--- src/cpu_pkg.sv ---
package cpu_pkg;

	localparam int MEM_WORDS = 256;
	localparam int REG_COUNT = 32;

	typedef logic [31:0] word_t;
	typedef logic [$clog2(MEM_WORDS)-1:0] addr_t;
	typedef logic [$clog2(REG_COUNT)-1:0] reg_idx_t;

	typedef enum logic [5:0] {
		OP_ADD  = 6'd0,
		OP_SUB  = 6'd1,
		OP_AND  = 6'd2,
		OP_OR   = 6'd3,
		OP_XOR  = 6'd4,
		OP_ADDI = 6'd8,
		OP_LW   = 6'd9,
		OP_SW   = 6'd10,
		OP_BEQ  = 6'd11,
		OP_HALT = 6'd63
	} opcode_t;

	// Register form: rd = rs op rt.
	typedef struct packed {
		opcode_t    op;
		reg_idx_t   rd;
		reg_idx_t   rs;
		reg_idx_t   rt;
		logic [10:0] unused;
	} instr_r_t;

	// Immediate form, rt is the target or destination.
	typedef struct packed {
		opcode_t     op;
		reg_idx_t    rt;
		reg_idx_t    rs;
		logic [15:0] imm;
	} instr_i_t;

	typedef union packed {
		instr_r_t r;
		instr_i_t i;
	} instr_u;

	// ADD r0, r0, r0.
	localparam word_t NOP_WORD = 32'h0000_0000;

endpackage

--- src/reg_bank.sv ---
module reg_bank import cpu_pkg::*; (
	input  logic     clk,
	input  logic     rst,
	input  reg_idx_t rs_idx,
	input  reg_idx_t rt_idx,
	output word_t    rs_val,
	output word_t    rt_val,
	input  logic     wb_en,
	input  reg_idx_t wb_idx,
	input  word_t    wb_val
);

	word_t regs [REG_COUNT];

	always_ff @(posedge clk) begin
		if (rst) begin
			for (int i = 0; i < REG_COUNT; i++) begin
				regs[i] <= '0;
			end
		end else if (wb_en && wb_idx != '0) begin
			regs[wb_idx] <= wb_val;
		end
	end

	// r0 always reads zero.
	assign rs_val = (rs_idx == '0) ? '0 : regs[rs_idx];
	assign rt_val = (rt_idx == '0) ? '0 : regs[rt_idx];

endmodule

--- config.mk ---
export PLATFORM = sky130hd
export DESIGN_NAME = reg_bank
export DESIGN_NICKNAME = d
export VERILOG_FILES = /design/src/cpu_pkg.sv /design/src/reg_bank.sv
export SDC_FILE = /design/constraint.sdc
export NUM_CORES = 2
export LEC_CHECK = 0
export BUFFER_PORTS_ARGS = -buffer_cell sky130_fd_sc_hd__buf_2
export CAP_MARGIN = 20
export CORE_MARGIN = 2
export CORE_UTILIZATION = 32
export DETAILED_ROUTE_END_ITERATION = 16
export SETUP_SLACK_MARGIN = 0.15
export SLEW_MARGIN = 40
export SYNTH_ARGS = -nofsm -noshare
export SYNTH_HDL_FRONTEND = slang
export SYNTH_SLANG_ARGS = --single-unit
--- constraint.sdc ---
create_clock -name clk -period 5.6 [get_ports clk]
set_clock_uncertainty 0.1 [all_clocks]
set_input_delay 1.12 -clock clk [delete_from_list [all_inputs] [get_ports clk]]
set_output_delay 1.12 -clock clk [all_outputs]
set_load 0.01 [all_outputs]
Word-level counts from Yosys, hierarchy flattened
Memory sizes are Yosys's and may differ from the RTL's.
Index checks and enable logic that the tools add are counted.
{ "totals": {"regBits": 0, "ram_bits": 1024, "inputBits": 50, "elab_cells": 16, "mem_count": 1} }
{ "memory_table": {"columns": ["name", "words", "word_bits", "read_ports", "rd_clocked_by_memory_dff", "write_ports", "line", "rtl"], "rows": [
  ["regs", 32, 32, 2, 0, 32, "reg_bank.sv:13", "word_t regs [REG_COUNT];"]
]} }
{ "classes": {"n_mux": 10, "n_reduce_logical": 5} }
{ "ops": {"columns": ["operator", "n"], "rows": [
  ["two-way mux 32 bit", 3],
  ["OR reduction 32 bit", 1],
  ["zero test 5 bit", 2],
  ["two-way mux 1 bit", 6],
  ["two-way mux 5 bit", 1],
  ["nonzero test 5 bit", 1],
  ["logical AND 1 bit", 1]
]} }

Longest topological paths before layout
{ "logic_depth": {"depth_word": 7, "ltp_mapped": 9} }

Worst setup path after synthesis
Ideal clock, no wire load.
{ "synth_path": {"kind": "input -> output", "from": "input port rt_idx[2]", "to": "output port rt_val[15]", "arrival_ns": 2.780, "required_time_ns": 4.380, "path_slack_ns": 1.600, "path_stages": 7, "cell_sequence": "buf_2 buf_2 buf_1 mux4_2 a22o_1 a2111oi_1 nor3_1"} }
{ "synth_via": {"elab_chain_len": 2, "word_cells_on_any_way": 3, "cone_classes": "1 x mux; 1 x reduce/logical; 1 x memory"} }
{ "synth_lines": {"columns": ["element", "line", "rtl"], "rows": [
  ["start: declaration", "reg_bank.sv:5", "input reg_idx_t rt_idx,"],
  ["memory read (32 x 32 bit) or zero test 5 bit (tied branches)", null, null],
  ["two-way mux 32 bit *", "reg_bank.sv:27", "assign rt_val = (rt_idx == '0) ? '0 : regs[rt_idx];"],
  ["end: declaration", "reg_bank.sv:7", "output word_t rt_val,"]
]} }
Every way passes the cells marked *; elsewhere a longest branch is shown, timed or not.

Final worst setup path
{ "layout_path": {"from": "input port rt_idx[0]", "to": "output port rt_val[23]"} }
Same word-level chain as after synthesis.

==> impl_results.md <==
* 1st-pass router iterations at 5
* Vias in the first global route at 34130
* Sequential cell area at 30750 um2
* Post-synth EDFFs at 1024
* Synthesized instance count at 3502
* Root Buffer: clkbuf_16
* CTS H-tree depth at 3
* Share of the synthesized area in the top cell type at 56.68%
* WP data required at 4.38 ns
* First DRT Iteration DRCs at 4364
* First-pass GRT wire length at 262.0 mm
* Share of cells above drive strength 1 at 28.55%
* DP HPWL at 115.4 mm
* WL per Instance at 31.81 um
* Num ports at 114
* Slew Limit Fails at 0
* Die area at 172900 um2
* Synth area leader: edfxtp_1
* Achievable frequency at 0.1953 GHz
* Post-route ant nets at 0
* RSZ-0062 raised after global routing: false
* Final Hold Viols at 0
* Synth warnings at 0
* Ordered cell list for the critical path: buf_8 -> buf_12 -> buf_4 -> mux4_2 -> a22o_1 -> a2111oi_1 -> nor3_1 -> buf_2
* Num CTS Buffers at 108
* Avg Synthesized Cell Area at 15.49 um2
* CTS tree: done
* DIE HEIGHT at 415.8 um
* Nets at 3611
* Std cell rows at 151
* Final setup viols at 0
* Reg clk slew, reported paths at 0.06 ns
* CP max stage cell: a2111oi_1
* Footprint of the multi-input gates at 22110 um2
* Synth-to-Final Area Change at 13.82%
* Hold_ws at 0.9206 ns
* Leakage at 20.99 nW
* Tmin final at 5.120 ns
* Area of the mapped netlist at 54250 um2
* Port bufs at 113
* Peak supply drop at 0.0002514 V
* Max FO, Critical Path at 26
* Prevailing post-synth register cell: edfxtp_1
* WL final at 186.8 mm
* Synth cell count leaders: edfxtp_1, and2_1, mux4_2
* Status: finished, final reports clean
* Fin util at 36.56%
* Setup crit end kind: primary output
* Vias at 33890
* Least-Margin Pin Slew at 0.9877 ns
* WS Path Type: in -> out
* Initial Util at 32.12%
* PD cells at 303.0 nW/um2
* CP startpoint kind: input port
* Cell variety after synth at 42
* Largest net degree at the start of global routing at 76
* Worst EP arrival at 3.90 ns
* Setup Buffers After CTS at 0
* Ys async rst share at 0%
* Count leader, synth: edfxtp_1
* Hold Buf Count CTS at 0
* Count of clock tree sinks at 1024
* Layout fillers at 15730
* Global-route usage over all layers at 21.28%
* DRC at 0
* Synthesis-stage register bit count at 1024
* Die X at 415.8 um
* CTS resizes at 0
* Initial antenna violation count at 26
* Core outline area at 168900 um2
* Slowest stage delay, CP at 0.63 ns
* Vias per cell at 5.770
* Clk buf depth at 3
* HP Start: wb_val[21]
* Top Registers: regs: 1024 flops
* Most flops, register: regs
* Setup TNS at 0 ns
* Overall power at 18.71 mW
* Final worst setup slack at 0.4797 ns
* Min-Delay Endpoint: regs[29][21]
* Max FFs per register at 1024
* Seq/Total Area, Yosys at 56.68%
* Post-place setup slack at 0.4309 ns
* Ranking of synthesized cells by area: edfxtp_1, mux4_2, and2_1
* Max cap viols at 0
* Gpl congestion at 0.8655
* Fin crit share at 91.43%
* Rel. slew slack at 33.99%
* WHS Path Cells at 2
* Hold Crit Class: in -> reg
* Grt total ovfl at 0
## critical path: cells and delay by family
family,cells,cell delay [ns]
compound gates,2,0.91
buf+inv,4,1.04
mux,1,0.55
simple gates,1,0.20
## how the worst max path moves through the flow
stage	startpoint	cells past startpoint	to
6_report	rt_idx[0]	8	rt_val[23]
5_1_grt	rt_idx[0]	9	rt_val[28]
4_1_cts	rt_idx[0]	9	rt_val[28]
3_5_place_dp	rt_idx[0]	9	rt_val[28]
3_3_place_gp	rt_idx[1]	8	rt_val[31]
2_1_floorplan	rt_idx[2]	7	rt_val[15]
## report_power, final
part / internal [mW] / switching, mW / total, mW
Sequential: 8.86 / 0.229 / 9.09
Combinational: 0.963 / 1.30 / 2.27
Clock: 4.21 / 3.15 / 7.35
Total: 14.0 / 4.68 / 18.7
## placed cells by master, fill, tap and decap left out, types with 38 or more instances in the layout
| cell | netlist | final |
|---|---|---|
| o22ai_1 | 103 | 103 |
| mux4_2 | 472 | 472 |
| buf_2 | 46 | 107 |
| a2111oi_1 | 41 | 38 |
| a22o_1 | 51 | 51 |
| and2_1 | 995 | 994 |
| clkbuf_16 | 0 | 109 |
| buf_4 | 38 | 153 |
| mux2i_1 | 150 | 150 |
| nor3_1 | 54 | 52 |
| edfxtp_1 | 1024 | 1024 |
## logic make-up (layout without fill, tap and decap cells)
kind of cell,after synthesis,in the layout,share of synthesized area [%]
AND/OR/NAND/NOR,1177,1177,13.33
AO/OA/AOI/OAI,259,259,3.651
flip-flops,1024,1024,56.68
multiplexers,652,652,22.98
other,1,41,0.006912
buffers and inverters,389,502,3.351
## final cells by class
cell class / instances / share of cell area [%]
sequential: 1024 / 49.80
tap: 2218 / 4.494
clock buffer: 134 / 4.569
timing repair buffer: 305 / 4.180
clock inverter: 61 / 1.100
inverter: 2 / 0.01216
antenna: 9 / 0.03647
multi-input combinational: 2120 / 35.81
## layer usage
| layer | GRT usage (%) | routed length (um) |
|---|---|---|
| met1 | 27.70 | 72310 |
| met2 | 34.96 | 89890 |
| met3 | 3.736 | 15680 |
| met4 | 9.116 | 8895 |
| met5 | 0 | 38 |
## through the flow
stage,instances,area [um2]
after floorplan,3533,54370
after global placement,5661,57990
after detailed placement,5669,58220
after CTS,5864,61730
after global routing,5867,61740
final,5873,61750
(Power assumes the default switching activity.)
