--- src/cpu_pkg.sv ---
package cpu_pkg;

	localparam int MEM_WORDS = 256;
	localparam int REG_COUNT = 32;

	typedef logic [31:0] word_t;
	typedef logic [$clog2(MEM_WORDS)-1:0] addr_t;
	typedef logic [$clog2(REG_COUNT)-1:0] reg_idx_t;

	typedef enum logic [5:0] {
		OP_ADD  = 6'd0,
		OP_SUB  = 6'd1,
		OP_AND  = 6'd2,
		OP_OR   = 6'd3,
		OP_XOR  = 6'd4,
		OP_ADDI = 6'd8,
		OP_LW   = 6'd9,
		OP_SW   = 6'd10,
		OP_BEQ  = 6'd11,
		OP_HALT = 6'd63
	} opcode_t;

	// Register form: rd = rs op rt.
	typedef struct packed {
		opcode_t    op;
		reg_idx_t   rd;
		reg_idx_t   rs;
		reg_idx_t   rt;
		logic [10:0] unused;
	} instr_r_t;

	// Immediate form, rt is the target or destination.
	typedef struct packed {
		opcode_t     op;
		reg_idx_t    rt;
		reg_idx_t    rs;
		logic [15:0] imm;
	} instr_i_t;

	typedef union packed {
		instr_r_t r;
		instr_i_t i;
	} instr_u;

	// ADD r0, r0, r0.
	localparam word_t NOP_WORD = 32'h0000_0000;

endpackage

--- src/mem_bus_if.sv ---
interface mem_bus_if import cpu_pkg::*; ();

	logic  req;
	logic  we;
	addr_t addr;
	word_t wdata;
	logic  gnt;
	word_t rdata;

	modport master (
		output req,
		output we,
		output addr,
		output wdata,
		input  gnt,
		input  rdata
	);

	modport slave (
		input  req,
		input  we,
		input  addr,
		input  wdata,
		output gnt,
		output rdata
	);

endinterface

--- src/fetch_stage.sv ---
module fetch_stage import cpu_pkg::*; (
	input  logic      clk,
	input  logic      rst,
	input  logic      run,
	mem_bus_if.master bus,
	input  logic      stall,
	input  logic      redirect,
	input  addr_t     redirect_pc,
	output instr_u    instr,
	output addr_t     instr_pc,
	output logic      instr_valid
);

	addr_t pc;
	addr_t held_addr;
	addr_t data_pc;
	logic  live;
	logic  pending;
	logic  wait_data;
	logic  drop;
	logic  start;

	// New fetch only when its word is sure to find IF/ID free.
	assign start = live && run && !pending && !wait_data && !redirect
		&& (!instr_valid || !stall);

	assign bus.req   = pending || start;
	assign bus.addr  = pending ? held_addr : pc;
	assign bus.we    = 1'b0;
	assign bus.wdata = '0;

	always_ff @(posedge clk) begin
		if (rst) begin
			pc          <= '0;
			live        <= 1'b0;
			pending     <= 1'b0;
			wait_data   <= 1'b0;
			drop        <= 1'b0;
			instr_valid <= 1'b0;
		end else begin
			live      <= 1'b1;
			pending   <= bus.req && !bus.gnt;
			wait_data <= bus.gnt;
			if (redirect) begin
				pc <= redirect_pc;
			end else if (start) begin
				pc <= pc + addr_t'(1);
			end
			// A fetch still waiting for its grant turns stale on a redirect.
			if (redirect && pending) begin
				drop <= 1'b1;
			end else if (wait_data) begin
				drop <= 1'b0;
			end
			if (redirect) begin
				instr_valid <= 1'b0;
			end else if (wait_data && !drop) begin
				instr_valid <= 1'b1;
			end else if (!stall) begin
				instr_valid <= 1'b0;
			end
		end
	end

	always_ff @(posedge clk) begin
		if (start) begin
			held_addr <= pc;
		end
		if (bus.gnt) begin
			data_pc <= bus.addr;
		end
		if (redirect) begin
			instr <= NOP_WORD;
		end else if (wait_data && !drop) begin
			instr    <= bus.rdata;
			instr_pc <= data_pc;
		end
	end

endmodule

--- src/flat_wrapper.sv ---
// flat-port wrapper written by rule: the top's interface ports become plain ports
module fetch_stage_flat import cpu_pkg::*;
  (clk, rst, run, stall, redirect, redirect_pc, instr, instr_pc, instr_valid, bus_req, bus_we, bus_addr, bus_wdata, bus_gnt, bus_rdata);
  mem_bus_if bus_i ();
  input  logic clk;
  input  logic rst;
  input  logic run;
  input  logic stall;
  input  logic redirect;
  input  addr_t redirect_pc;
  output instr_u instr;
  output addr_t instr_pc;
  output logic instr_valid;
  output wire logic [$bits(bus_i.req)-1:0] bus_req;
  output wire logic [$bits(bus_i.we)-1:0] bus_we;
  output wire logic [$bits(bus_i.addr)-1:0] bus_addr;
  output wire logic [$bits(bus_i.wdata)-1:0] bus_wdata;
  input wire logic [$bits(bus_i.gnt)-1:0] bus_gnt;
  input wire logic [$bits(bus_i.rdata)-1:0] bus_rdata;
  assign bus_req = bus_i.req;
  assign bus_we = bus_i.we;
  assign bus_addr = bus_i.addr;
  assign bus_wdata = bus_i.wdata;
  assign bus_i.gnt = bus_gnt;
  assign bus_i.rdata = bus_rdata;
  fetch_stage u_core (.clk(clk), .rst(rst), .run(run), .bus(bus_i), .stall(stall), .redirect(redirect), .redirect_pc(redirect_pc), .instr(instr), .instr_pc(instr_pc), .instr_valid(instr_valid));
endmodule
--- config.mk ---
export PLATFORM = sky130hd
export DESIGN_NAME = fetch_stage_flat
export DESIGN_NICKNAME = d
export VERILOG_FILES = /design/src/cpu_pkg.sv /design/src/mem_bus_if.sv /design/src/fetch_stage.sv /design/src/flat_wrapper.sv
export SDC_FILE = /design/constraint.sdc
export NUM_CORES = 1
export LEC_CHECK = 0
export ABC_AREA = 1
export BUFFER_PORTS_ARGS = -buffer_cell sky130_fd_sc_hd__buf_2
export CAP_MARGIN = 5
export CORE_MARGIN = 5
export CORE_UTILIZATION = 45
export CTS_BUF_LIST = sky130_fd_sc_hd__clkbuf_8 sky130_fd_sc_hd__clkbuf_16
export DETAILED_ROUTE_END_ITERATION = 10
export PLACE_DENSITY = 0.85
export SLEW_MARGIN = 20
export SYNTH_ARGS = -nofsm -noshare
export SYNTH_HDL_FRONTEND = slang
export SYNTH_SLANG_ARGS = --single-unit
--- constraint.sdc ---
create_clock -name clk -period 4.7 [get_ports clk]
set_input_delay 0.47 -clock clk [delete_from_list [all_inputs] [get_ports clk]]
set_output_delay 0.47 -clock clk [all_outputs]
set_load 0.02 [all_outputs]
## After elaboration in Yosys (flattened, before gate mapping)

Index checks and enable logic that the tools add are counted.

| word-level totals | value |
|---|---|
| logic and storage cells | 42 |
| input bits | 46 |
| flip-flop bits (word level) | 69 |

| cells by class | value |
|---|---|
| add/sub/neg operators | 1 |
| equal/unequal tests | 1 |
| muxes and demuxes | 8 |
| bitwise gates (word level) | 1 |
| reduce and logical (&&, ||, !) cells | 21 |

Operators by type and width:

| kind | number |
|---|---|
| 8-bit two-way mux | 3 |
| 8-bit by 1-bit adder with 8-bit output, second input constant | 1 |
| 1-bit logical AND | 8 |
| 1-bit zero test | 7 |
| 1-bit two-way mux | 5 |
| 2-bit nonzero test | 2 |
| 1-bit logical OR | 2 |
| 2-bit by 1-bit != test with 1-bit output, second input constant | 1 |
| 2-bit AND reduction | 1 |
| 2-bit OR reduction | 1 |
| 1-bit NOT | 1 |

## Longest topological paths before layout

| logic depth | value |
|---|---|
| depth in word-level cells | 7 |
| depth in mapped cells | 9 |
| mapped depth without buffers | 9 |

## Worst setup path after synthesis

Ideal clock, no wire load.

| timing path | value |
|---|---|
| path kind | reg2out |
| start point | register u_core.pending |
| end point | output bus_addr[3] |
| buffers on the path | 2 |
| slack | 3.084 ns |
| cell stages (with the launch flop) | 4 |
| arrival | 1.146 ns |
| path through | dfxtp_1 buf_6 clkbuf_1 o21ai_0 |

| on the way | value |
|---|---|
| word-level cells in the longest chain between the ends | 1 |

RTL lines:

| what | line | text |
|---|---|---|
| start, declared | fetch_stage.sv:18 | `logic pending;` |
| start signal, assigned | fetch_stage.sv:42 | `pending <= bus.req && !bus.gnt;` |
| 8-bit two-way mux | fetch_stage.sv:28 | `assign bus.addr = pending ? held_addr : pc;` |
| end, declared | flat_wrapper.sv:16 | `output wire logic [$bits(bus_i.addr)-1:0] bus_addr;` |

No other way between the ends.

## Final worst setup path

| timing path | value |
|---|---|
| start point | register u_core.wait_data |
| end point | register u_core.instr_pc[1], enable pin |

| on the way | value |
|---|---|
| word-level cells in the longest chain between the ends | 2 |

RTL lines:

| what | line | text |
|---|---|---|
| start, declared | fetch_stage.sv:19 | `logic wait_data;` |
| start signal, assigned | fetch_stage.sv:43 | `wait_data <= bus.gnt;` |
| 1-bit logical AND | fetch_stage.sv:74 | `end else if (wait_data && !drop) begin` |
| 2-bit AND reduction (no line) | -- |  |
| end signal, assigned | fetch_stage.sv:76 | `instr_pc <= data_pc;` |
| end, declared | fetch_stage.sv:10 | `output addr_t instr_pc,` |

No other way between the ends.
A chain may end at the register's enable or synchronous reset.

==> flow_metrics.env <==
export IMPL_status="completed"
export IMPL_crit_type="reg -> reg"
export IMPL_synth_main_ff_cell="dfxtp_1"
export IMPL_placed_area_mm2=0.00324
export IMPL_hold_slack_ns=0.358
export IMPL_cts_buffers=9
export IMPL_cp_slowest_cell="nor2_1"
export IMPL_antenna_cells=0
export IMPL_clk_pin_slew_ns=0.07
export IMPL_grt_pass1_wl_mm=9.46
export IMPL_finalCritPeriodShare_pct=47.8
export IMPL_synth_top_area_share_pct=31.5
export IMPL_slowest_delay_ns=0.60
export IMPL_drv_slew=0
export IMPL_synth_cell_area_mm2=0.00286
export IMPL_p_comb_share_pct=13.2
export IMPL_startpoint="u_core.wait_data"
export IMPL_cpMostUsedCell="inv_2"
export IMPL_setup_slack_ns=2.45
export IMPL_power_switching_uw=342
export IMPL_worst_path_buf_inv=2
export IMPL_r2r_slack_ns=2.45
export IMPL_dieWidth_um=89.7
export IMPL_critPathLaunchType="flip-flop"
export IMPL_portBuffers=95
export IMPL_routed_wirelength_mm=6.11
export IMPL_insertion_delay_ns=0.33
export IMPL_critical_path_max_fanout=34
export IMPL_crit_required_ns=4.67
export IMPL_grt_util_all_layers_pct=15.4
export IMPL_use_met2_pct=26.3
export IMPL_relSlewSlack_pct=42.6
export IMPL_grt_max_degree=37
export IMPL_end_kind="flip-flop"
export IMPL_skew_ns=0.00712
export IMPL_dp_hpwl_mm=4.53
export IMPL_rsz0062_at_grt="false"
export IMPL_grt_overflow_total=0
export IMPL_worstHoldStart="bus_rdata[13]"
export IMPL_die_area_mm2=0.00804
export IMPL_max_freq_mhz=445
export IMPL_cts_tree="done"
export IMPL_syn_inst=323
export IMPL_fp_coreArea_mm2=0.00628
export IMPL_ctsHoldBuffers=0
export IMPL_synth_area_leaders="dfxtp_1 32%, edfxtp_1 25%, nor2_1 10%"
export IMPL_p_sw_share_pct=26.6
export IMPL_synth_seq_area_share_pct=56.7
export IMPL_synth_top_cell_by_area="dfxtp_1"
export IMPL_via_count=2284
export IMPL_area_growth_pct=19.9
export IMPL_grtUsageMet3_pct=3.56
export IMPL_synth_distinct_cells=26
export IMPL_setup_viol_count_final=0
export IMPL_die_y_um=89.7
export IMPL_max_cap_viol_count=0
export IMPL_p_per_area_mw_per_mm2=374
export IMPL_post_cts_resized=0
export IMPL_path_cells="inv_2 -> nor2_4 -> inv_2 -> nor2_1"
export IMPL_multi_input_area_um2=987
export IMPL_fin_area_mm2=0.00343
export IMPL_post_cts_buffers=0
export IMPL_ir_drop_mv=0.191
export IMPL_wl_per_cell_um=12.3
export IMPL_worstPathArrival_ns=2.22
export IMPL_clock_sinks=69
export IMPL_synth_seq_cells=69
export IMPL_via_per_inst=4.60
export IMPL_ctsRootBufferMaster="clkbuf_8"
export IMPL_rows=29
export IMPL_async_reset_ff_share_pct=0
export IMPL_min_period_ns=2.25
export IMPL_seqPwrFrac_pct=52.4
export IMPL_cts_max_path_buffers=2
export IMPL_ys_warn_count=0
export IMPL_tns_ns=0
export IMPL_drc=0
export IMPL_grt_pass1_vias=2104
export IMPL_htreeDepth=3
export IMPL_timing_rr_start="u_core.wait_data"
export IMPL_drtIter0Drc=154
export IMPL_power_leakage_nw=1.69
export IMPL_cp_top_family="simple AND/OR/NAND/NOR gates"
export IMPL_min_path_type="in -> reg"
export IMPL_start_util_pct=45.5
export IMPL_filler_cell_count=593
export IMPL_drtPass1Iterations=4
export IMPL_post_place_ws_ns=2.45
export IMPL_intPower_uw=941
export IMPL_ioPinCount=129
export IMPL_gr_usage_met1_pct=18.2
export IMPL_antenna_found_initial=0
export IMPL_drive_gt1_share_pct=27.1
export IMPL_busiest_layer="met2"
export IMPL_avgSynthCellArea_um2=8.85
export IMPL_seq_area_mm2=0.00162
export IMPL_fin_nets=462
export IMPL_place_gp_congestion=0.840
export IMPL_clockPowerShare_pct=34.4
export IMPL_synth_edf_count=24
export IMPL_ant_nets=0
export IMPL_hold_viol=0
export IMPL_worstMarginPinSlew_ns=0.860
[cells by family after synthesis]
kind of cell | share of synthesized area, %
xor+xnor | 0.307
buf+inv | 12.9
simple gates | 20.4
compound gates | 8.67
mux | 0.350
other cells | 0.131
flops | 56.7
fa+ha+maj | 0.438
[worst paths after layout]
path	endpoint	depth (start not counted)
min reg2reg	u_core.instr_pc[2]	0
min	u_core.instr[13]	3
max reg2reg	u_core.instr_pc[1]	4
max	u_core.instr_pc[1]	4
[state kept, by name, indices dropped and copies added, names as in the netlist]
register            count
u_core.instr_pc         8
u_core.held_addr        8
u_core.instr_valid      1
u_core.pc               8
u_core.instr           32
u_core.wait_data        1
u_core.live             1
u_core.data_pc          8
u_core.pending          1
u_core.drop             1
[final cells by class]
type / count / share of cell area (%)
repair buffers: 95 / 13.9
inverters: 17 / 1.86
multi-input cells: 223 / 28.8
flip-flops and latches: 69 / 47.3
clock buffers: 9 / 3.62
well taps: 77 / 2.81
clock inverters: 7 / 1.68
[tightest hold or removal path: stages]
cell    delay [ns]
buf_2         0.07
nor2_1        0.03
nor2_1        0.08
[cell usage in the layout, fill, tap and decap left out, types with 3 or more instances in the layout]
cell type	n
o21ai_0	35
inv_1	16
edfxtp_1	24
nand2_1	40
dfxtp_1	45
buf_2	95
clkinv_1	3
a21oi_1	4
nor2_1	78
clkbuf_8	9
o21ai_1	6
nand3_1	14
conb_1	33
[Yosys cell counts, types with 2 or more instances]
master     n
o21ai_1    6
nor2_1    78
nand3_1   14
a21oi_1    4
buf_4     33
a22oi_1    2
inv_1     15
clkbuf_1  11
nor2_4     2
inv_2      2
nand2_1   40
dfxtp_1   45
o21ai_0   35
edfxtp_1  24
[stage by stage]
| stage | util [%] | power, mW | instances |
|---|---|---|---|
| after floorplan | - | 0.814 | 355 |
| after global placement | 51.7 | 0.850 | 481 |
| after detailed placement | 51.7 | 0.855 | 481 |
| after CTS | 54.6 | 1.30 | 497 |
| after global routing | 54.6 | 1.35 | 497 |
| final | 54.6 | 1.28 | 497 |
[power groups by stage]
| stage | clock (mW) | combinational (mW) | sequential [mW] |
|---|---|---|---|
| floorplan | 0 | 0.107 | 0.707 |
| detailed placement | 0 | 0.170 | 0.685 |
| CTS | 0.457 | 0.171 | 0.672 |
| global placement | 0 | 0.167 | 0.683 |
| finish | 0.441 | 0.170 | 0.672 |
| global route | 0.485 | 0.188 | 0.676 |
[layer usage]
metal  part of all wire, %  routed length (um)
met5                     0                   0
met4                   1.9                 114
met3                   8.6                 524
met2                    49                2970
met1                    41                2510
Power figures use the tool's default switching activity.
