## src/cpu_pkg.sv

```systemverilog
package cpu_pkg;

	localparam int MEM_WORDS = 256;
	localparam int REG_COUNT = 32;

	typedef logic [31:0] word_t;
	typedef logic [$clog2(MEM_WORDS)-1:0] addr_t;
	typedef logic [$clog2(REG_COUNT)-1:0] reg_idx_t;

	typedef enum logic [5:0] {
		OP_ADD  = 6'd0,
		OP_SUB  = 6'd1,
		OP_AND  = 6'd2,
		OP_OR   = 6'd3,
		OP_XOR  = 6'd4,
		OP_ADDI = 6'd8,
		OP_LW   = 6'd9,
		OP_SW   = 6'd10,
		OP_BEQ  = 6'd11,
		OP_HALT = 6'd63
	} opcode_t;

	// Register form: rd = rs op rt.
	typedef struct packed {
		opcode_t    op;
		reg_idx_t   rd;
		reg_idx_t   rs;
		reg_idx_t   rt;
		logic [10:0] unused;
	} instr_r_t;

	// Immediate form, rt is the target or destination.
	typedef struct packed {
		opcode_t     op;
		reg_idx_t    rt;
		reg_idx_t    rs;
		logic [15:0] imm;
	} instr_i_t;

	typedef union packed {
		instr_r_t r;
		instr_i_t i;
	} instr_u;

	// ADD r0, r0, r0.
	localparam word_t NOP_WORD = 32'h0000_0000;

endpackage

```

## src/mem_bus_if.sv

```systemverilog
interface mem_bus_if import cpu_pkg::*; ();

	logic  req;
	logic  we;
	addr_t addr;
	word_t wdata;
	logic  gnt;
	word_t rdata;

	modport master (
		output req,
		output we,
		output addr,
		output wdata,
		input  gnt,
		input  rdata
	);

	modport slave (
		input  req,
		input  we,
		input  addr,
		input  wdata,
		output gnt,
		output rdata
	);

endinterface

```

## src/exec_stage.sv

```systemverilog
module exec_stage import cpu_pkg::*; (
	input  logic      clk,
	input  logic      rst,
	input  instr_u    instr,
	input  addr_t     instr_pc,
	input  logic      instr_valid,
	mem_bus_if.master bus,
	output reg_idx_t  rs_idx,
	output reg_idx_t  rt_idx,
	input  word_t     rs_val,
	input  word_t     rt_val,
	output logic      wb_en,
	output reg_idx_t  wb_idx,
	output word_t     wb_val,
	output logic      stall,
	output logic      redirect,
	output addr_t     redirect_pc,
	output logic      halted
);

	opcode_t  op;
	logic     is_imm;
	logic     is_mem;
	logic     writes_reg;
	logic     mem_wait;
	logic     done;
	reg_idx_t dst_idx;
	word_t    imm_ext;
	word_t    rs_op;
	word_t    rt_op;
	word_t    alu_out;
	word_t    result;

	assign op         = instr.r.op;
	assign is_imm     = op inside {OP_ADDI, OP_LW, OP_SW, OP_BEQ};
	assign is_mem     = op inside {OP_LW, OP_SW};
	assign writes_reg = op inside {OP_ADD, OP_SUB, OP_AND, OP_OR, OP_XOR, OP_ADDI, OP_LW};

	// Both views keep rs and the destination in the same bits.
	assign rs_idx  = instr.r.rs;
	assign rt_idx  = is_imm ? instr.i.rt : instr.r.rt;
	assign dst_idx = instr.r.rd;
	assign imm_ext = {{16{instr.i.imm[15]}}, instr.i.imm};

	// Bypass from the WB register, one cycle ahead of the register bank.
	assign rs_op = (wb_en && wb_idx == rs_idx && rs_idx != '0) ? wb_val : rs_val;
	assign rt_op = (wb_en && wb_idx == rt_idx && rt_idx != '0) ? wb_val : rt_val;

	always_comb begin
		case (op)
			OP_SUB:  alu_out = rs_op - rt_op;
			OP_AND:  alu_out = rs_op & rt_op;
			OP_OR:   alu_out = rs_op | rt_op;
			OP_XOR:  alu_out = rs_op ^ rt_op;
			OP_ADDI: alu_out = rs_op + imm_ext;
			default: alu_out = rs_op + rt_op;
		endcase
	end

	assign result = (op == OP_LW) ? bus.rdata : alu_out;

	// HALT never retires, so IF/ID stays full and fetch stops.
	assign stall = halted || (instr_valid && (op == OP_HALT || (is_mem && !mem_wait)));
	assign done  = instr_valid && !stall;

	assign redirect    = done && op == OP_BEQ && rs_op == rt_op;
	assign redirect_pc = instr_pc + addr_t'(1) + addr_t'(imm_ext);

	assign bus.req   = instr_valid && is_mem && !mem_wait && !halted;
	assign bus.we    = (op == OP_SW);
	assign bus.addr  = addr_t'(rs_op + imm_ext);
	assign bus.wdata = rt_op;

	always_ff @(posedge clk) begin
		if (rst) begin
			wb_en    <= 1'b0;
			mem_wait <= 1'b0;
			halted   <= 1'b0;
		end else begin
			wb_en    <= done && writes_reg;
			mem_wait <= bus.gnt;
			if (instr_valid && op == OP_HALT) begin
				halted <= 1'b1;
			end
		end
	end

	always_ff @(posedge clk) begin
		if (done) begin
			wb_idx <= dst_idx;
			wb_val <= result;
		end
	end

endmodule

```

## src/flat_wrapper.sv

```systemverilog
// flat-port wrapper written by rule: the top's interface ports become plain ports
module exec_stage_flat import cpu_pkg::*;
  (clk, rst, instr, instr_pc, instr_valid, rs_idx, rt_idx, rs_val, rt_val, wb_en, wb_idx, wb_val, stall, redirect, redirect_pc, halted, bus_req, bus_we, bus_addr, bus_wdata, bus_gnt, bus_rdata);
  mem_bus_if bus_i ();
  input  logic clk;
  input  logic rst;
  input  instr_u instr;
  input  addr_t instr_pc;
  input  logic instr_valid;
  output reg_idx_t rs_idx;
  output reg_idx_t rt_idx;
  input  word_t rs_val;
  input  word_t rt_val;
  output logic wb_en;
  output reg_idx_t wb_idx;
  output word_t wb_val;
  output logic stall;
  output logic redirect;
  output addr_t redirect_pc;
  output logic halted;
  output wire logic [$bits(bus_i.req)-1:0] bus_req;
  output wire logic [$bits(bus_i.we)-1:0] bus_we;
  output wire logic [$bits(bus_i.addr)-1:0] bus_addr;
  output wire logic [$bits(bus_i.wdata)-1:0] bus_wdata;
  input wire logic [$bits(bus_i.gnt)-1:0] bus_gnt;
  input wire logic [$bits(bus_i.rdata)-1:0] bus_rdata;
  assign bus_req = bus_i.req;
  assign bus_we = bus_i.we;
  assign bus_addr = bus_i.addr;
  assign bus_wdata = bus_i.wdata;
  assign bus_i.gnt = bus_gnt;
  assign bus_i.rdata = bus_rdata;
  exec_stage u_core (.clk(clk), .rst(rst), .instr(instr), .instr_pc(instr_pc), .instr_valid(instr_valid), .bus(bus_i), .rs_idx(rs_idx), .rt_idx(rt_idx), .rs_val(rs_val), .rt_val(rt_val), .wb_en(wb_en), .wb_idx(wb_idx), .wb_val(wb_val), .stall(stall), .redirect(redirect), .redirect_pc(redirect_pc), .halted(halted));
endmodule
```

## config.mk

```make
export PLATFORM = sky130hd
export DESIGN_NAME = exec_stage_flat
export DESIGN_NICKNAME = d
export VERILOG_FILES = /design/src/cpu_pkg.sv /design/src/mem_bus_if.sv /design/src/exec_stage.sv /design/src/flat_wrapper.sv
export SDC_FILE = /design/constraint.sdc
export NUM_CORES = 1
export LEC_CHECK = 0
export BUFFER_PORTS_ARGS = -buffer_cell sky130_fd_sc_hd__buf_2
export CORE_ASPECT_RATIO = 2
export CORE_MARGIN = 4
export CORE_UTILIZATION = 55
export DETAILED_ROUTE_END_ITERATION = 8
export GPL_TIMING_DRIVEN = 1
export PLACE_DENSITY = 0.83
export SKIP_LAST_GASP = 1
export SLEW_MARGIN = 20
export SYNTH_ARGS = -nofsm -noshare
export SYNTH_HDL_FRONTEND = slang
export SYNTH_SLANG_ARGS = --single-unit
```

## constraint.sdc

```tcl
create_clock -name clk -period 18.5 [get_ports clk]
set_input_delay 5.55 -clock clk [delete_from_list [all_inputs] [get_ports clk]]
set_output_delay 5.55 -clock clk [all_outputs]
set_load 0.02 [all_outputs]
```

# --- Yosys cells after proc, flatten, opt, wreduce, memory -nomap -nowiden ---
# Index checks and enable logic that the tools add are counted.
word_totals:
  reg_bits: 40
  elab_cells: 55
  input_bits: 140
op_classes:
  add_sub_neg: 5
  n_mux: 5
  n_eq_ne: 12
  n_reduce_logical: 25
  bitwise: 3
op_table:
  columns: ["op", "count"]
  rows:
  - ["$pmux W32 S5", 1]
  - ["$mux W32", 3]
  - ["$add A32 B32 Y32", 2]
  - ["$and A32 B32 Y32", 1]
  - ["$eq A32 B32 Y1", 1]
  - ["$or A32 B32 Y32", 1]
  - ["$sub A32 B32 Y32", 1]
  - ["$xor A32 B32 Y32", 1]
  - ["$eq A6 B4 Y1 const B", 4]
  - ["$logic_and A1 B1 Y1", 14]
  - ["$eq A6 B2 Y1 const B", 2]
  - ["$eq A5 B5 Y1", 2]
  - ["$reduce_bool A5 Y1", 2]
  - ["$add A8 B1 Y8 const B", 1]
  - ["$add A8 B8 Y8", 1]
  - ["$reduce_bool A7 Y1", 1]
  - ["$eq A6 B1 Y1 const B", 1]
  - ["$eq A6 B3 Y1 const B", 1]
  - ["$eq A6 B6 Y1 const B", 1]
  - ["$logic_not A6 Y1", 1]
  - ["$mux W5", 1]
  - ["$reduce_bool A4 Y1", 1]
  - ["$logic_not A1 Y1", 3]
  - ["$logic_or A1 B1 Y1", 2]
  - ["$reduce_bool A2 Y1", 1]

# --- Logic depth before layout (Yosys ltp) ---
depth:
  depth_word: 10
  depth_mapped: 26
  ltp_nobuf: 22

# --- Least setup slack after synthesis ---
# Ideal clock, no wire load.
synth_timing:
  path_type: "input -> output"
  startpoint: "input instr[28] in the netlist's numbering"
  endpoint: "output redirect"
  slack_ns: 3.015
  path_stages: 17
  t_arrival_ns: 9.935
  path_buffers: 4
  cell_sequence: "buf_6 > or4b_4 > mux2_4 > nand4_1 > o21ai_4 > nand2_4 > clkbuf_1 > buf_1 > nand2_1 > nand2_1 > ha_1 > clkbuf_1 > or3_1 > or3b_2 > or4_1 > nor4_1 > and2_1"
synth_rtl:
  columns: ["item", "line", "rtl"]
  rows:
  - ["start: declaration", "flat_wrapper.sv:7", "input instr_u instr;"]
  - ["$eq A6 B4 Y1", "exec_stage.sv:35", "assign is_imm = op inside {OP_ADDI, OP_LW, OP_SW, OP_BEQ};"]
  - ["$reduce_bool A4 Y1 (*)", "exec_stage.sv:35", null]
  - ["$mux W5 (*)", "exec_stage.sv:41", "assign rt_idx = is_imm ? instr.i.rt : instr.r.rt;"]
  - ["named net rt_idx[3]", "flat_wrapper.sv:11", "output reg_idx_t rt_idx;"]
  - ["$eq A5 B5 Y1", "exec_stage.sv:47", "assign rt_op = (wb_en && wb_idx == rt_idx && rt_idx != '0) ? wb_val : rt_val;"]
  - ["$logic_and A1 B1 Y1", "exec_stage.sv:47", null]
  - ["$logic_and A1 B1 Y1 (*)", "exec_stage.sv:47", null]
  - ["$mux W32 (*)", "exec_stage.sv:47", null]
  - ["named net bus_wdata[14]", "flat_wrapper.sv:24", "output wire logic [$bits(bus_i.wdata)-1:0] bus_wdata;"]
  - ["$eq A32 B32 Y1 (*)", "exec_stage.sv:66", "assign redirect = done && op == OP_BEQ && rs_op == rt_op;"]
  - ["$logic_and A1 B1 Y1 (*)", "exec_stage.sv:66", null]
  - ["end: declaration", "flat_wrapper.sv:18", "output logic redirect;"]
# Mark *: on every way through the listed nets, which the timed path passes. The rest lies on a longest branch.

# --- Worst setup path after layout ---
layout_timing:
  startpoint: "input instr[28] in the netlist's numbering"
  endpoint: "output redirect"
layout_between:
  elab_chain_len: 10
layout_rtl:
  columns: ["item", "line"]
  rows:
  - ["branches (longest 9 deep; another with $mux W32)", null]
  - ["$logic_and A1 B1 Y1 (*)", "exec_stage.sv:66"]
# Every way passes the cells marked *.

==> out/results.txt <==
Port Buffer Count -> 240
Reg2Reg Depth -> 20
Clock Latency Late Sink -> 310 ps
Slew HR -> 0.2200
Die span in y -> 194.4 um
Hold Crit Depth -> 2
Area leader, netlist -> ha_1
CTS sink count -> 40
Final setup skew -> 7.675 ps
Largest net degree at the start of global routing -> 50
Final setup viols -> 0
Pwr dens -> 50.54 nW/um^2
Asr flop ratio synth -> 0
Core area -> 16930 um^2
Area contributors post-synth -> ha_1 (15%), edfxtp_1 (12%), a21oi_1 (6.0%)
Synth Register Bits -> 40
Outcome -> finished, final reports clean
Critical path depth -> 15
WL/cell -> 22.89 um
IO Pins -> 241
Max VDD drop -> 44.41 uV
Post-synth top cells -> nand2_1 (143), nor2_1 (125), ha_1 (117)
Max Clock Freq -> 0.06233 GHz
Pre-CTS WS -> 2337 ps
Unrepaired setup endpoints after global routing -> false
Leak pwr -> 0.005200 uW
Endpoints failing hold -> 0
CP peak stage delay -> 670 ps
Gr ovfl total -> 0
H-tree Lvls -> 2
Gr usage total -> 0.3865
CP max-delay cell -> or4b_4
Setup TNS Final -> 0 ps
Syn Inst Count -> 1312
Total power -> 557.9 uW
Area delta synth->final -> 15.58%
Fin Hold WS -> 525.0 ps
Mapped cell area -> 9550 um^2
Initial antenna violation count -> 0
Share of Yosys cell area claimed by the top area cell type -> 0.1533
Final ANT Viol Nets -> 0
CP Buf/Inv Count -> 2
Vias in the first global route -> 11734
Pint -> 299.8 uW
Clock buffer depth -> 2
Fin area -> 11040 um^2
Worst EP required -> 12950 ps
NetSw -> 258.1 uW
Combinational fraction of design power -> 0.572
Std cell rows -> 67
Slew Viols, Final -> 0
CP max FO -> 28
CTS clock-pin slew for the worst setup and hold paths -> 80 ps
WP data arrival -> 10490 ps
Via count -> 11355
Number of flops mapped to enable cells by yosys -> 37
Syn Area/Cell -> 7.279 um^2
Num CTS Buffers -> 5
Period utilization -> 0.8672
Synth Warn # -> 0
CTS tree -> done
Routed wire length -> 39.35 mm
First-pass GRT wire length -> 59.43 mm
Reg power frac -> 0.226
Most common cell in the synthesized netlist -> nand2_1
Fin worst setup slack -> 2457 ps
Unique masters post-synth -> 97
Clk network pwr share -> 0.202
Synthesized Nets -> 1573
Crit-path cells -> buf_2 -> or4b_4 -> or3_1 -> a31oi_2 -> nand2_2 -> nor2_8 -> nand2_1 -> nand2_1 -> ha_1 -> or3_1 -> or3b_2 -> or4_1 -> nor4_1 -> and2_1 -> buf_2
Synth Flop Type -> edfxtp_1
Area post-placement -> 10860 um^2
DRT iter0 DRCs -> 699
Min Tclk post-route -> 16040 ps
Min-Delay Path Class -> flop to flop
Startpoint Class -> input pin
CP endpoint kind -> output pin
HPWL Detailed -> 29.75 mm
Die width -> 101.2 um
RePlAce Congestion -> 0.9874
Sequential share of the synthesized area -> 0.1226
Switching share of power -> 0.4626
Post-cts sizing count -> 0
Setup Fix Bufs, Post-CTS -> 0
Nets -> 1771
Share of layout cells above drive strength 1 -> 0.2270
Vias per Instance -> 6.606
Fillers -> 1616
Max_cap viols -> 0
Hold buffer count at cts -> 0
Root buffer cell -> clkbuf_16
Pre-antenna DRT Iters -> 5
Crit path kind -> input pin to output pin
CP top delay family -> simple AND/OR/NAND/NOR gates
DRC -> 0
Worst slew pin tran -> 1166 ps
Starting Density -> 0.5640
Die area -> 19660 um^2
-- cells in the final DEF, fill, tap and decap left out, drive strengths merged, types with 20 or more instances in the layout --
cell type / instances
ha: 117
mux2: 31
a21o: 23
inv: 112
nor3: 27
edfxtp: 37
a21oi: 121
buf: 250
xnor2: 38
nor2: 129
o21bai: 20
xor2: 26
nand3: 31
nand2: 145
o21ai: 74
-- worst reg2reg max path: cells and delay by family, from the launching register on --
kind | cells | cell delay (ps)
xor+xnor | 1 | 210
flops | 1 | 490
fa+ha+maj | 2 | 670
simple gates | 8 | 1860
compound gates | 8 | 3040
buf+inv | 1 | 70
-- layout make-up --
class | count | area (um^2) | area share
inverters | 113 | 427.9 | 0.03877
flip-flops and latches | 40 | 1171 | 0.1061
repair buffers | 250 | 1276 | 0.1156
clock buffers | 5 | 125.1 | 0.01134
diodes | 1 | 2.502 | 0.0002267
clock inverters | 3 | 42.54 | 0.003854
well taps | 207 | 259.0 | 0.02346
multi-input cells | 1100 | 7734 | 0.7006
-- cell families (layout without fill, tap and decap cells) --
group,after synthesis,in the layout,synth area share
AOI/OAI and AO/OA,428,428,0.3104
xor gates and xnor gates,64,64,0.05869
adders and majority gates,121,121,0.1617
buffers and inverters,172,371,0.07205
DFF,40,40,0.1226
muxes,50,50,0.05686
other,0,1,0
and+or+nand+nor,437,437,0.2177
-- registers in the layout, summed over array words and instances, names as in the netlist --
register         cells
u_core.wb_val       32
u_core.wb_idx        5
u_core.halted        1
u_core.mem_wait      1
u_core.wb_en         1
-- layer usage --
layer	track usage	wire, um
met1	0.3602	12100
met2	0.6863	20290
met3	0.06100	2630
met4	0.3555	4325
met5	0	0
-- per-stage QoR --
stage,cells,utilization
detailed placement,1710,0.6413
global route,1718,0.6517
global placement,1710,0.6413
CTS,1718,0.6512
finish,1719,0.6518
floorplan,1312,-
-- worst paths after layout --
kind,start,endpoint,slack [ps]
hold reg to reg,u_core.halted$_SDFFE_PP0P_,u_core.halted$_SDFFE_PP0P_,520
setup / recovery,instr[28],redirect,2460
hold / removal,u_core.halted$_SDFFE_PP0P_,u_core.halted$_SDFFE_PP0P_,520
setup reg to reg,u_core.wb_idx[1]$_DFFE_PP_,u_core.wb_val[20]$_DFFE_PP_,11920
-- power groups by stage --
stage / registers (uW) / clock network (uW) / logic (uW)
2_1_floorplan: 137 / 0 / 204
5_1_grt: 127 / 114 / 344
6_report: 126 / 113 / 319
4_1_cts: 126 / 112 / 312
3_3_place_gp: 127 / 0 / 306
3_5_place_dp: 128 / 0 / 310
Note: power is estimated with default switching activity, not from simulation.
