`src/cpu_pkg.sv`:
```
package cpu_pkg;

	localparam int MEM_WORDS = 256;
	localparam int REG_COUNT = 32;

	typedef logic [31:0] word_t;
	typedef logic [$clog2(MEM_WORDS)-1:0] addr_t;
	typedef logic [$clog2(REG_COUNT)-1:0] reg_idx_t;

	typedef enum logic [5:0] {
		OP_ADD  = 6'd0,
		OP_SUB  = 6'd1,
		OP_AND  = 6'd2,
		OP_OR   = 6'd3,
		OP_XOR  = 6'd4,
		OP_ADDI = 6'd8,
		OP_LW   = 6'd9,
		OP_SW   = 6'd10,
		OP_BEQ  = 6'd11,
		OP_HALT = 6'd63
	} opcode_t;

	// Register form: rd = rs op rt.
	typedef struct packed {
		opcode_t    op;
		reg_idx_t   rd;
		reg_idx_t   rs;
		reg_idx_t   rt;
		logic [10:0] unused;
	} instr_r_t;

	// Immediate form, rt is the target or destination.
	typedef struct packed {
		opcode_t     op;
		reg_idx_t    rt;
		reg_idx_t    rs;
		logic [15:0] imm;
	} instr_i_t;

	typedef union packed {
		instr_r_t r;
		instr_i_t i;
	} instr_u;

	// ADD r0, r0, r0.
	localparam word_t NOP_WORD = 32'h0000_0000;

endpackage

```
`src/mem_bus_if.sv`:
```
interface mem_bus_if import cpu_pkg::*; ();

	logic  req;
	logic  we;
	addr_t addr;
	word_t wdata;
	logic  gnt;
	word_t rdata;

	modport master (
		output req,
		output we,
		output addr,
		output wdata,
		input  gnt,
		input  rdata
	);

	modport slave (
		input  req,
		input  we,
		input  addr,
		input  wdata,
		output gnt,
		output rdata
	);

endinterface

```
`src/mem_arbiter.sv`:
```
module mem_arbiter import cpu_pkg::*; (
	input  logic     clk,
	input  logic     rst,
	mem_bus_if.slave fetch_bus,
	mem_bus_if.slave data_bus,
	input  logic     host_req,
	input  logic     host_we,
	input  addr_t    host_addr,
	input  word_t    host_wdata,
	output logic     host_gnt,
	output word_t    host_rdata,
	output logic     mem_en,
	output logic     mem_we,
	output addr_t    mem_addr,
	output word_t    mem_wdata,
	input  word_t    mem_rdata
);

	logic host_last;
	logic data_last;
	logic fetch_last;

	// Host over data over fetch, nobody under reset.
	assign host_gnt      = host_req && !rst;
	assign data_bus.gnt  = data_bus.req && !host_req && !rst;
	assign fetch_bus.gnt = fetch_bus.req && !host_req && !data_bus.req && !rst;

	assign mem_en = !rst && (host_req || data_bus.req || fetch_bus.req);

	always_comb begin
		if (host_req) begin
			mem_we    = host_we;
			mem_addr  = host_addr;
			mem_wdata = host_wdata;
		end else if (data_bus.req) begin
			mem_we    = data_bus.we;
			mem_addr  = data_bus.addr;
			mem_wdata = data_bus.wdata;
		end else begin
			mem_we    = fetch_bus.we;
			mem_addr  = fetch_bus.addr;
			mem_wdata = fetch_bus.wdata;
		end
	end

	always_ff @(posedge clk) begin
		if (rst) begin
			host_last  <= 1'b0;
			data_last  <= 1'b0;
			fetch_last <= 1'b0;
		end else begin
			host_last  <= host_gnt;
			data_last  <= data_bus.gnt;
			fetch_last <= fetch_bus.gnt;
		end
	end

	// Read data goes back only to last cycle's winner.
	assign host_rdata      = host_last ? mem_rdata : '0;
	assign data_bus.rdata  = data_last ? mem_rdata : '0;
	assign fetch_bus.rdata = fetch_last ? mem_rdata : '0;

endmodule

```
`src/flat_wrapper.sv`:
```
// flat-port wrapper written by rule: the top's interface ports become plain ports
module mem_arbiter_flat import cpu_pkg::*;
  (clk, rst, host_req, host_we, host_addr, host_wdata, host_gnt, host_rdata, mem_en, mem_we, mem_addr, mem_wdata, mem_rdata, fetch_bus_req, fetch_bus_we, fetch_bus_addr, fetch_bus_wdata, fetch_bus_gnt, fetch_bus_rdata, data_bus_req, data_bus_we, data_bus_addr, data_bus_wdata, data_bus_gnt, data_bus_rdata);
  mem_bus_if fetch_bus_i ();
  mem_bus_if data_bus_i ();
  input  logic clk;
  input  logic rst;
  input  logic host_req;
  input  logic host_we;
  input  addr_t host_addr;
  input  word_t host_wdata;
  output logic host_gnt;
  output word_t host_rdata;
  output logic mem_en;
  output logic mem_we;
  output addr_t mem_addr;
  output word_t mem_wdata;
  input  word_t mem_rdata;
  input wire logic [$bits(fetch_bus_i.req)-1:0] fetch_bus_req;
  input wire logic [$bits(fetch_bus_i.we)-1:0] fetch_bus_we;
  input wire logic [$bits(fetch_bus_i.addr)-1:0] fetch_bus_addr;
  input wire logic [$bits(fetch_bus_i.wdata)-1:0] fetch_bus_wdata;
  output wire logic [$bits(fetch_bus_i.gnt)-1:0] fetch_bus_gnt;
  output wire logic [$bits(fetch_bus_i.rdata)-1:0] fetch_bus_rdata;
  input wire logic [$bits(data_bus_i.req)-1:0] data_bus_req;
  input wire logic [$bits(data_bus_i.we)-1:0] data_bus_we;
  input wire logic [$bits(data_bus_i.addr)-1:0] data_bus_addr;
  input wire logic [$bits(data_bus_i.wdata)-1:0] data_bus_wdata;
  output wire logic [$bits(data_bus_i.gnt)-1:0] data_bus_gnt;
  output wire logic [$bits(data_bus_i.rdata)-1:0] data_bus_rdata;
  assign fetch_bus_i.req = fetch_bus_req;
  assign fetch_bus_i.we = fetch_bus_we;
  assign fetch_bus_i.addr = fetch_bus_addr;
  assign fetch_bus_i.wdata = fetch_bus_wdata;
  assign fetch_bus_gnt = fetch_bus_i.gnt;
  assign fetch_bus_rdata = fetch_bus_i.rdata;
  assign data_bus_i.req = data_bus_req;
  assign data_bus_i.we = data_bus_we;
  assign data_bus_i.addr = data_bus_addr;
  assign data_bus_i.wdata = data_bus_wdata;
  assign data_bus_gnt = data_bus_i.gnt;
  assign data_bus_rdata = data_bus_i.rdata;
  mem_arbiter u_core (.clk(clk), .rst(rst), .fetch_bus(fetch_bus_i), .data_bus(data_bus_i), .host_req(host_req), .host_we(host_we), .host_addr(host_addr), .host_wdata(host_wdata), .host_gnt(host_gnt), .host_rdata(host_rdata), .mem_en(mem_en), .mem_we(mem_we), .mem_addr(mem_addr), .mem_wdata(mem_wdata), .mem_rdata(mem_rdata));
endmodule
```
`config.mk`:
```
export PLATFORM = sky130hd
export DESIGN_NAME = mem_arbiter_flat
export DESIGN_NICKNAME = d
export VERILOG_FILES = /design/src/cpu_pkg.sv /design/src/mem_bus_if.sv /design/src/mem_arbiter.sv /design/src/flat_wrapper.sv
export SDC_FILE = /design/constraint.sdc
export NUM_CORES = 1
export LEC_CHECK = 0
export BUFFER_PORTS_ARGS = -buffer_cell sky130_fd_sc_hd__buf_4
export CORE_AREA = 2 2 118 120
export CTS_BUF_LIST = sky130_fd_sc_hd__clkbuf_4 sky130_fd_sc_hd__clkbuf_8 sky130_fd_sc_hd__clkbuf_16
export CTS_CLUSTER_SIZE = 8
export DETAILED_ROUTE_END_ITERATION = 7
export DIE_AREA = 0 0 120 122
export GPL_TIMING_DRIVEN = 0
export SYNTH_ARGS = -nofsm -noshare
export SYNTH_HDL_FRONTEND = slang
export SYNTH_SLANG_ARGS = --single-unit
```
`constraint.sdc`:
```
create_clock -name clk -period 1.2 [get_ports clk]
set_input_delay 0.06 -clock clk [delete_from_list [all_inputs] [get_ports clk]]
set_output_delay 0.06 -clock clk [all_outputs]
set_load 0.005 [all_outputs]
```
# Word level (Yosys, flattened, before mapping)
# Index checks and enable logic that the tools add are counted.
# W data, S select, Z words.
totals:
  register_bits: 3
  in_bits: 160
  out_inout_bits: 141
  word_cells: 24
classes:
  mux: 9
  n_reduce_logical: 12
op_table:
  columns: ["op", "count"]
  rows:
  - ["$mux W32", 5]
  - ["$mux W8", 2]
  - ["$logic_and A1 B1 Y1", 7]
  - ["$logic_not A1 Y1", 3]
  - ["$logic_or A1 B1 Y1", 2]
  - ["$mux W1", 2]

# Depth between registers and ports, before layout
# Gate-level depths: netlist of the first run.
depth:
  ltp_word: 4
  ltp_mapped: 5

# Worst setup path before layout of the first run
# No wires, ideal clock.
synth_path:
  kind: "reg-to-output"
  startpoint: "reg u_core.fetch_last"
  endpoint: "out fetch_bus_rdata[31]"
  t_arrival_ps: 695
  path_slack_ps: 445
  stages_incl_launch_ff: 3
  cell_sequence: "dfxtp_1 -> clkbuf_1 -> and2_1"
synth_via:
  elab_chain_len: 1
synth_lines:
  columns: ["item", "line_no", "text"]
  rows:
  - ["from (decl)", "mem_arbiter.sv:21", "logic fetch_last;"]
  - ["from (signal assigned)", "mem_arbiter.sv:54", "fetch_last <= fetch_bus.gnt;"]
  - ["$mux W32", "mem_arbiter.sv:61", "assign fetch_bus.rdata = fetch_last ? mem_rdata : '0;"]
  - ["to (decl)", "flat_wrapper.sv:24", "output wire logic [$bits(fetch_bus_i.rdata)-1:0] fetch_bus_rdata;"]
# Every way passes these cells.

# Final worst setup path of the first run
layout_path:
  startpoint: "reg u_core.data_last"
  endpoint: "out data_bus_rdata[5]"
layout_via:
  elab_chain_len: 1
layout_lines:
  columns: ["item", "line_no", "text"]
  rows:
  - ["from (decl)", "mem_arbiter.sv:20", "logic data_last;"]
  - ["from (signal assigned)", "mem_arbiter.sv:53", "data_last <= data_bus.gnt;"]
  - ["$mux W32", "mem_arbiter.sv:60", "assign data_bus.rdata = data_last ? mem_rdata : '0;"]
  - ["to (decl)", "flat_wrapper.sv:30", "output wire logic [$bits(data_bus_i.rdata)-1:0] data_bus_rdata;"]
# Every way passes these cells.

==> impl_metrics.tcl, run 1 <==
set metrics [dict create \
    vdd_drop_max_mv 0.3510 \
    fin_nets 717 \
    grt_overflow 0 \
    min_path_cells 2 \
    stdcell_count 736 \
    relSlewSlack_pct 62.66 \
    slew_viol_final 0 \
    multi_input_area_mm2 0.001436 \
    dieArea_mm2 0.01464 \
    hold_path.class "input port to flop" \
    ys_ff_latch 3 \
    p_total_mw 1.876 \
    worstSetupPathType "flop to output pin" \
    crit_fanout 10 \
    max_clock_freq_mhz 858.2 \
    status "finished clean" \
    drive_gt1_share_pct 58.09 \
    antenna_cells 0 \
    cp_cell_sequence "buf_2 > and2_1 > buf_4" \
    cp_slowest_cell "dfxtp_1" \
    min_period_ns 1.165 \
    root_buffer "clkbuf_16" \
    fin_crit_sh_pct 97.10 \
    min-delay-start "rst" \
    ys_types 16 \
    die_height_um 122 \
    yosysSeqAreaShare_pct 3.593 \
    ios 301 \
    register_area_um2 62.56 \
    syn_nets 414 \
    grt_max_degree 11 \
    rows 43 \
    cp.required_ns 1.14 \
    power.leakage_nw 2.350 \
    place_congestion 0.7682 \
    synth.avg_cell_area_um2 6.581 \
    start_util_pct 12.38 \
    path_buf_inv 2 \
    via_per_inst 3.838 \
    cp_top_family "flip-flops" \
    min_to "u_core.host_last" \
    worstMarginPinSlew_ns 0.5602 \
    dp_hpwl_mm 8.964 \
    path_clk_slew_ns 0.03 \
    drt-wirelength-per-cell_um 13.78 \
    cts_tree "yes" \
    io_buffers 298 \
    post_synth_inst_count 254 \
    cts_sinks 3 \
    syn2layout_area_growth_pct 154.3 \
    dr.pass1.iters 4 \
    ant_nets 0 \
    coreArea_mm2 0.01350 \
    yosysWarningCount 0 \
    final_util_pct 31.48 \
    finalHoldViolCount 0 \
    crit_path_max_incr_delay_ns 0.39 \
    setup_tns_ns 0 \
    cp-end-kind "output pin" \
    routed_wl_mm 10.14 \
    grt_first_pass_wirelength_mm 14.50 \
    grt.total_usage_pct 12.64 \
    place_inst 732 \
    drc_errors 0 \
    finalSetupViolations 0 \
    rsz0062_at_grt "true" \
    fill_cells 1556 \
    cp.arrival_ns 1.11 \
    first_global_vias 2762 \
    cts_buffers 3 \
    powerDensity_mw_per_mm2 441.3 \
    clk_path_buf_depth 2 \
    drtIter0Drc 35 \
    cp-start-kind "flop" \
    vias 2825 \
    synthesis.area_mm2 0.001672 \
    drv_cap 0 \
    antenna_found_initial 0 \
    htreeDepth 1 \
    fp.dieW_um 120 \
]
==> Yosys cell counts <==
| cell | number | area, um^2 |
|---|---|---|
| nor3b_1 | 2 | 15.01 |
| o21ai_0 | 6 | 30.03 |
| o21ai_1 | 35 | 175.2 |
| buf_12 | 4 | 80.08 |
| clkbuf_1 | 16 | 60.06 |
| nor2b_1 | 2 | 12.51 |
| buf_6 | 2 | 22.52 |
| nor3_1 | 1 | 5.000 |
| nor4b_2 | 2 | 30.03 |
| nand2_1 | 41 | 153.9 |
| buf_4 | 1 | 7.510 |
| nor2_1 | 1 | 3.750 |
| buf_2 | 1 | 5.000 |
| and2_1 | 96 | 600.6 |
| mux2i_1 | 41 | 410.4 |
| dfxtp_1 | 3 | 60.06 |
==> per-layer routing <==
layer | vias to the layer above | track usage [%] | share of wire (%)
li1 | 1439 | - | -
met1 | 1200 | 12.88 | 36
met2 | 184 | 25.07 | 53
met3 | 2 | 3.886 | 11
met4 | 0 | 2.721 | 0.60
met5 | - | 0 | 0
==> layout make-up <==
class / count / area share [%]
Timing Repair Buffer: 298 / 52.62
Multi-Input combinational cell: 227 / 33.78
Tap cell: 180 / 5.297
Buffer: 24 / 4.885
Clock buffer: 4 / 1.942
Sequential cell: 3 / 1.471
==> sequential cells by signal, summed over array words and instances (netlist names) <==
register and flops:
u_core.host_last 1, u_core.fetch_last 1, u_core.data_last 1
==> placed cells by master (no fill, tap or decap) <==
cell type,netlist,routed
buf_4,1,300
and2_1,96,96
mux2i_1,41,41
nand2_1,41,41
o21ai_1,35,35
clkbuf_1,16,7
o21ai_0,6,6
clkbuf_4,0,5
buf_12,4,4
clkbuf_16,0,3
clkbuf_2,0,2
buf_2,1,2
buf_6,2,2
nor2b_1,2,2
nor4b_2,2,2
nor3b_1,2,2
dfxtp_2,0,2
clkbuf_8,0,1
nor3_1,1,1
nor2_1,1,1
dfxtp_1,3,1
==> how the worst max path moves through the flow <==
| stage | from | to | slack (ns) | cells after the start |
|---|---|---|---|---|
| finish | u_core.data_last | data_bus_rdata[5] | 0.03 | 3 |
| detailed placement | u_core.host_last | host_rdata[8] | -0.007 | 3 |
| global placement | u_core.host_last | host_rdata[8] | -0.02 | 3 |
| global route | u_core.data_last | data_bus_rdata[5] | -0.007 | 3 |
| CTS | u_core.data_last | data_bus_rdata[15] | 0.003 | 3 |
| floorplan | u_core.fetch_last | fetch_bus_rdata[31] | 0.45 | 2 |
==> what timing repair did <==
item,4_1_cts,5_1_grt
resized for setup,17,3
endpoints found under the setup margin,90,39
buffers inserted,0,0
pin swaps,0,0
hold buffers,0,0
hold endpoints to repair,0,0
cloned,0,0
==> per-stage QoR <==
stage                     hold slack [ns]  area [um^2]  setup WS, ns
after floorplan                    0.1316         1672        0.4454
after global placement             0.3136         4134      -0.02097
after detailed placement           0.3127         4134     -0.006717
after CTS                         0.07878         4250      0.002767
after global routing              0.08599         4252     -0.006879
final                             0.07147         4252       0.03484
==> logic make-up (layout without fill, tap and decap cells) <==
family	Yosys count	in the layout	share of synthesized area, %
simple gates	145	145	49.10
compound gates	41	41	12.28
mux	41	41	24.55
buf+inv	24	326	10.48
flops	3	3	3.593
==> power by group <==
part           internal [mW]  switching (mW)  leakage (nW)  total (mW)
combinational          0.775           0.445          2.28        1.22
sequential             0.105         0.00585        0.0254       0.111
clock                  0.460          0.0842        0.0416       0.544
Power figures use the tool's default switching activity.
==> run 2, diff against run 1 <==
BUFFER_PORTS_ARGS = -buffer_cell sky130_fd_sc_hd__buf_2   (was -buffer_cell sky130_fd_sc_hd__buf_4)
==> impl_metrics.tcl, run 2 (same netlist as run 1, synthesis figures left out) <==
set metrics [dict create \
    status "finished clean" \
    finalHoldViolCount 0 \
    cp-end-kind "output pin" \
    finalSetupViolations 0 \
    drv_cap 0 \
    rsz0062_at_grt "false" \
    setup_tns_ns 0 \
    min_period_ns 1.118 \
    fp.dieW_um 120 \
    cts_setup_buffers 0 \
    cts_tree "yes" \
    cp_cell_sequence "clkbuf_2 > and2_1 > buf_2" \
    max_clock_freq_mhz 894.2 \
    drive_gt1_share_pct 58.27 \
    worstMarginPinSlew_ns 0.5636 \
    die_height_um 122 \
    cp_slowest_cell "dfxtp_2" \
    powerDensity_mw_per_mm2 459.4 \
    relSlewSlack_pct 62.43 \
    vias 2835 \
    fin_crit_sh_pct 93.19 \
    power.leakage_nw 2.182 \
    layout_commonest_cell "buf_2" \
    place_congestion 0.8213 \
    drtIter0Drc 54 \
    worstSetupPathType "flop to output pin" \
    io_buffers 298 \
    cts_hold_buf 0 \
    first_global_vias 2612 \
    final_cell_mix "buf_2 (300), and2_1 (96), mux2i_1 (41), nand2_1 (41), o21ai_1 (35)" \
    root_buffer "clkbuf_16" \
    routed_wl_mm 9.534 \
    antenna_found_initial 1 \
    coreArea_mm2 0.01350 \
    ant_nets 0 \
    rows 43 \
    grt.total_usage_pct 12.04 \
    cts_sinks 3 \
    cp-start-kind "flop" \
    start_util_pct 12.38 \
    largestRegisters "u_core.data_last: 1 flops, u_core.fetch_last: 1 flops, u_core.host_last: 1 flops" \
    final_util_pct 26.01 \
    slew_viol_final 0 \
    dr.pass1.iters 4 \
    via_per_inst 3.847 \
    cts_buffers 3 \
    ios 301 \
    hold_path.class "input port to flop" \
    crit_path_max_incr_delay_ns 0.36 \
    path_clk_slew_ns 0.03 \
    fin_nets 717 \
    crit_fanout 10 \
    dp_hpwl_mm 8.512 \
    grt_max_degree 11 \
    cp.required_ns 1.14 \
    dieArea_mm2 0.01464 \
    cp.arrival_ns 1.06 \
    drc_errors 0 \
    htreeDepth 1 \
    vdd_drop_max_mv 0.3242 \
    grt_first_pass_wirelength_mm 13.60 \
    cts_resized 15 \
    drt-wirelength-per-cell_um 12.94 \
    clk_path_buf_depth 2 \
    syn2layout_area_growth_pct 110.1 \
    grt_overflow 0 \
]
==> run 2: cell types whose count changed in the layout (fill, tap and decap cells not counted) <==
cell	change
buf_2	+298
buf_4	-298
clkbuf_2	-1
clkbuf_4	+1
dfxtp_1	-1
dfxtp_2	+1
diode_2	+1
==> run 2: where the power goes <==
part,switching (mW),internal (mW),total [mW]
combinational,0.428,0.525,0.954
sequential,0.00652,0.105,0.112
clock,0.0873,0.461,0.548
==> run 2: final cells by class <==
class	instances	area, um^2
multi-input cells	227	1436
well taps	180	225.2
diodes	1	2.502
plain buffers	24	210.2
clock buffers	4	82.58
fillers	1543	9992
flip-flops and latches	3	63.81
repair buffers	298	1491
==> run 2: path summary, 6_finish.rpt <==
path | startpoint | endpoint | slack [ns] | cells after the start
min | rst | u_core.host_last | 0.13 | 2
max | u_core.data_last | data_bus_rdata[10] | 0.08 | 3
==> run 2: worst max-delay path, delay by kind of cell, from the launching register on <==
family                 cells  cell delay (ns)
buffers and inverters      2             0.31
flip-flops                 1             0.36
AND/OR/NAND/NOR            1             0.17
==> run 2: routing by layer <==
| metal | global-route usage (%) | up-vias | wire length, um |
|---|---|---|---|
| li1 | - | 1445 | - |
| met1 | 12.69 | 1204 | 3482 |
| met2 | 23.93 | 184 | 5006 |
| met3 | 2.762 | 2 | 984 |
| met4 | 2.868 | 0 | 61 |
| met5 | 0 | - | 0 |
==> run 2: per-stage QoR <==
stage	std cells	hold slack (ns)	power [mW]	setup slack, ns	instance area [um^2]
after floorplan	254	0.1316	0.5106	0.4454	1672
after global placement	732	0.3738	1.064	0.04919	3388
after detailed placement	732	0.3734	1.071	0.03572	3388
after CTS	736	0.1421	1.639	0.003354	3500
after global routing	736	0.1428	1.742	0.007240	3510
final	737	0.1254	1.614	0.08168	3512
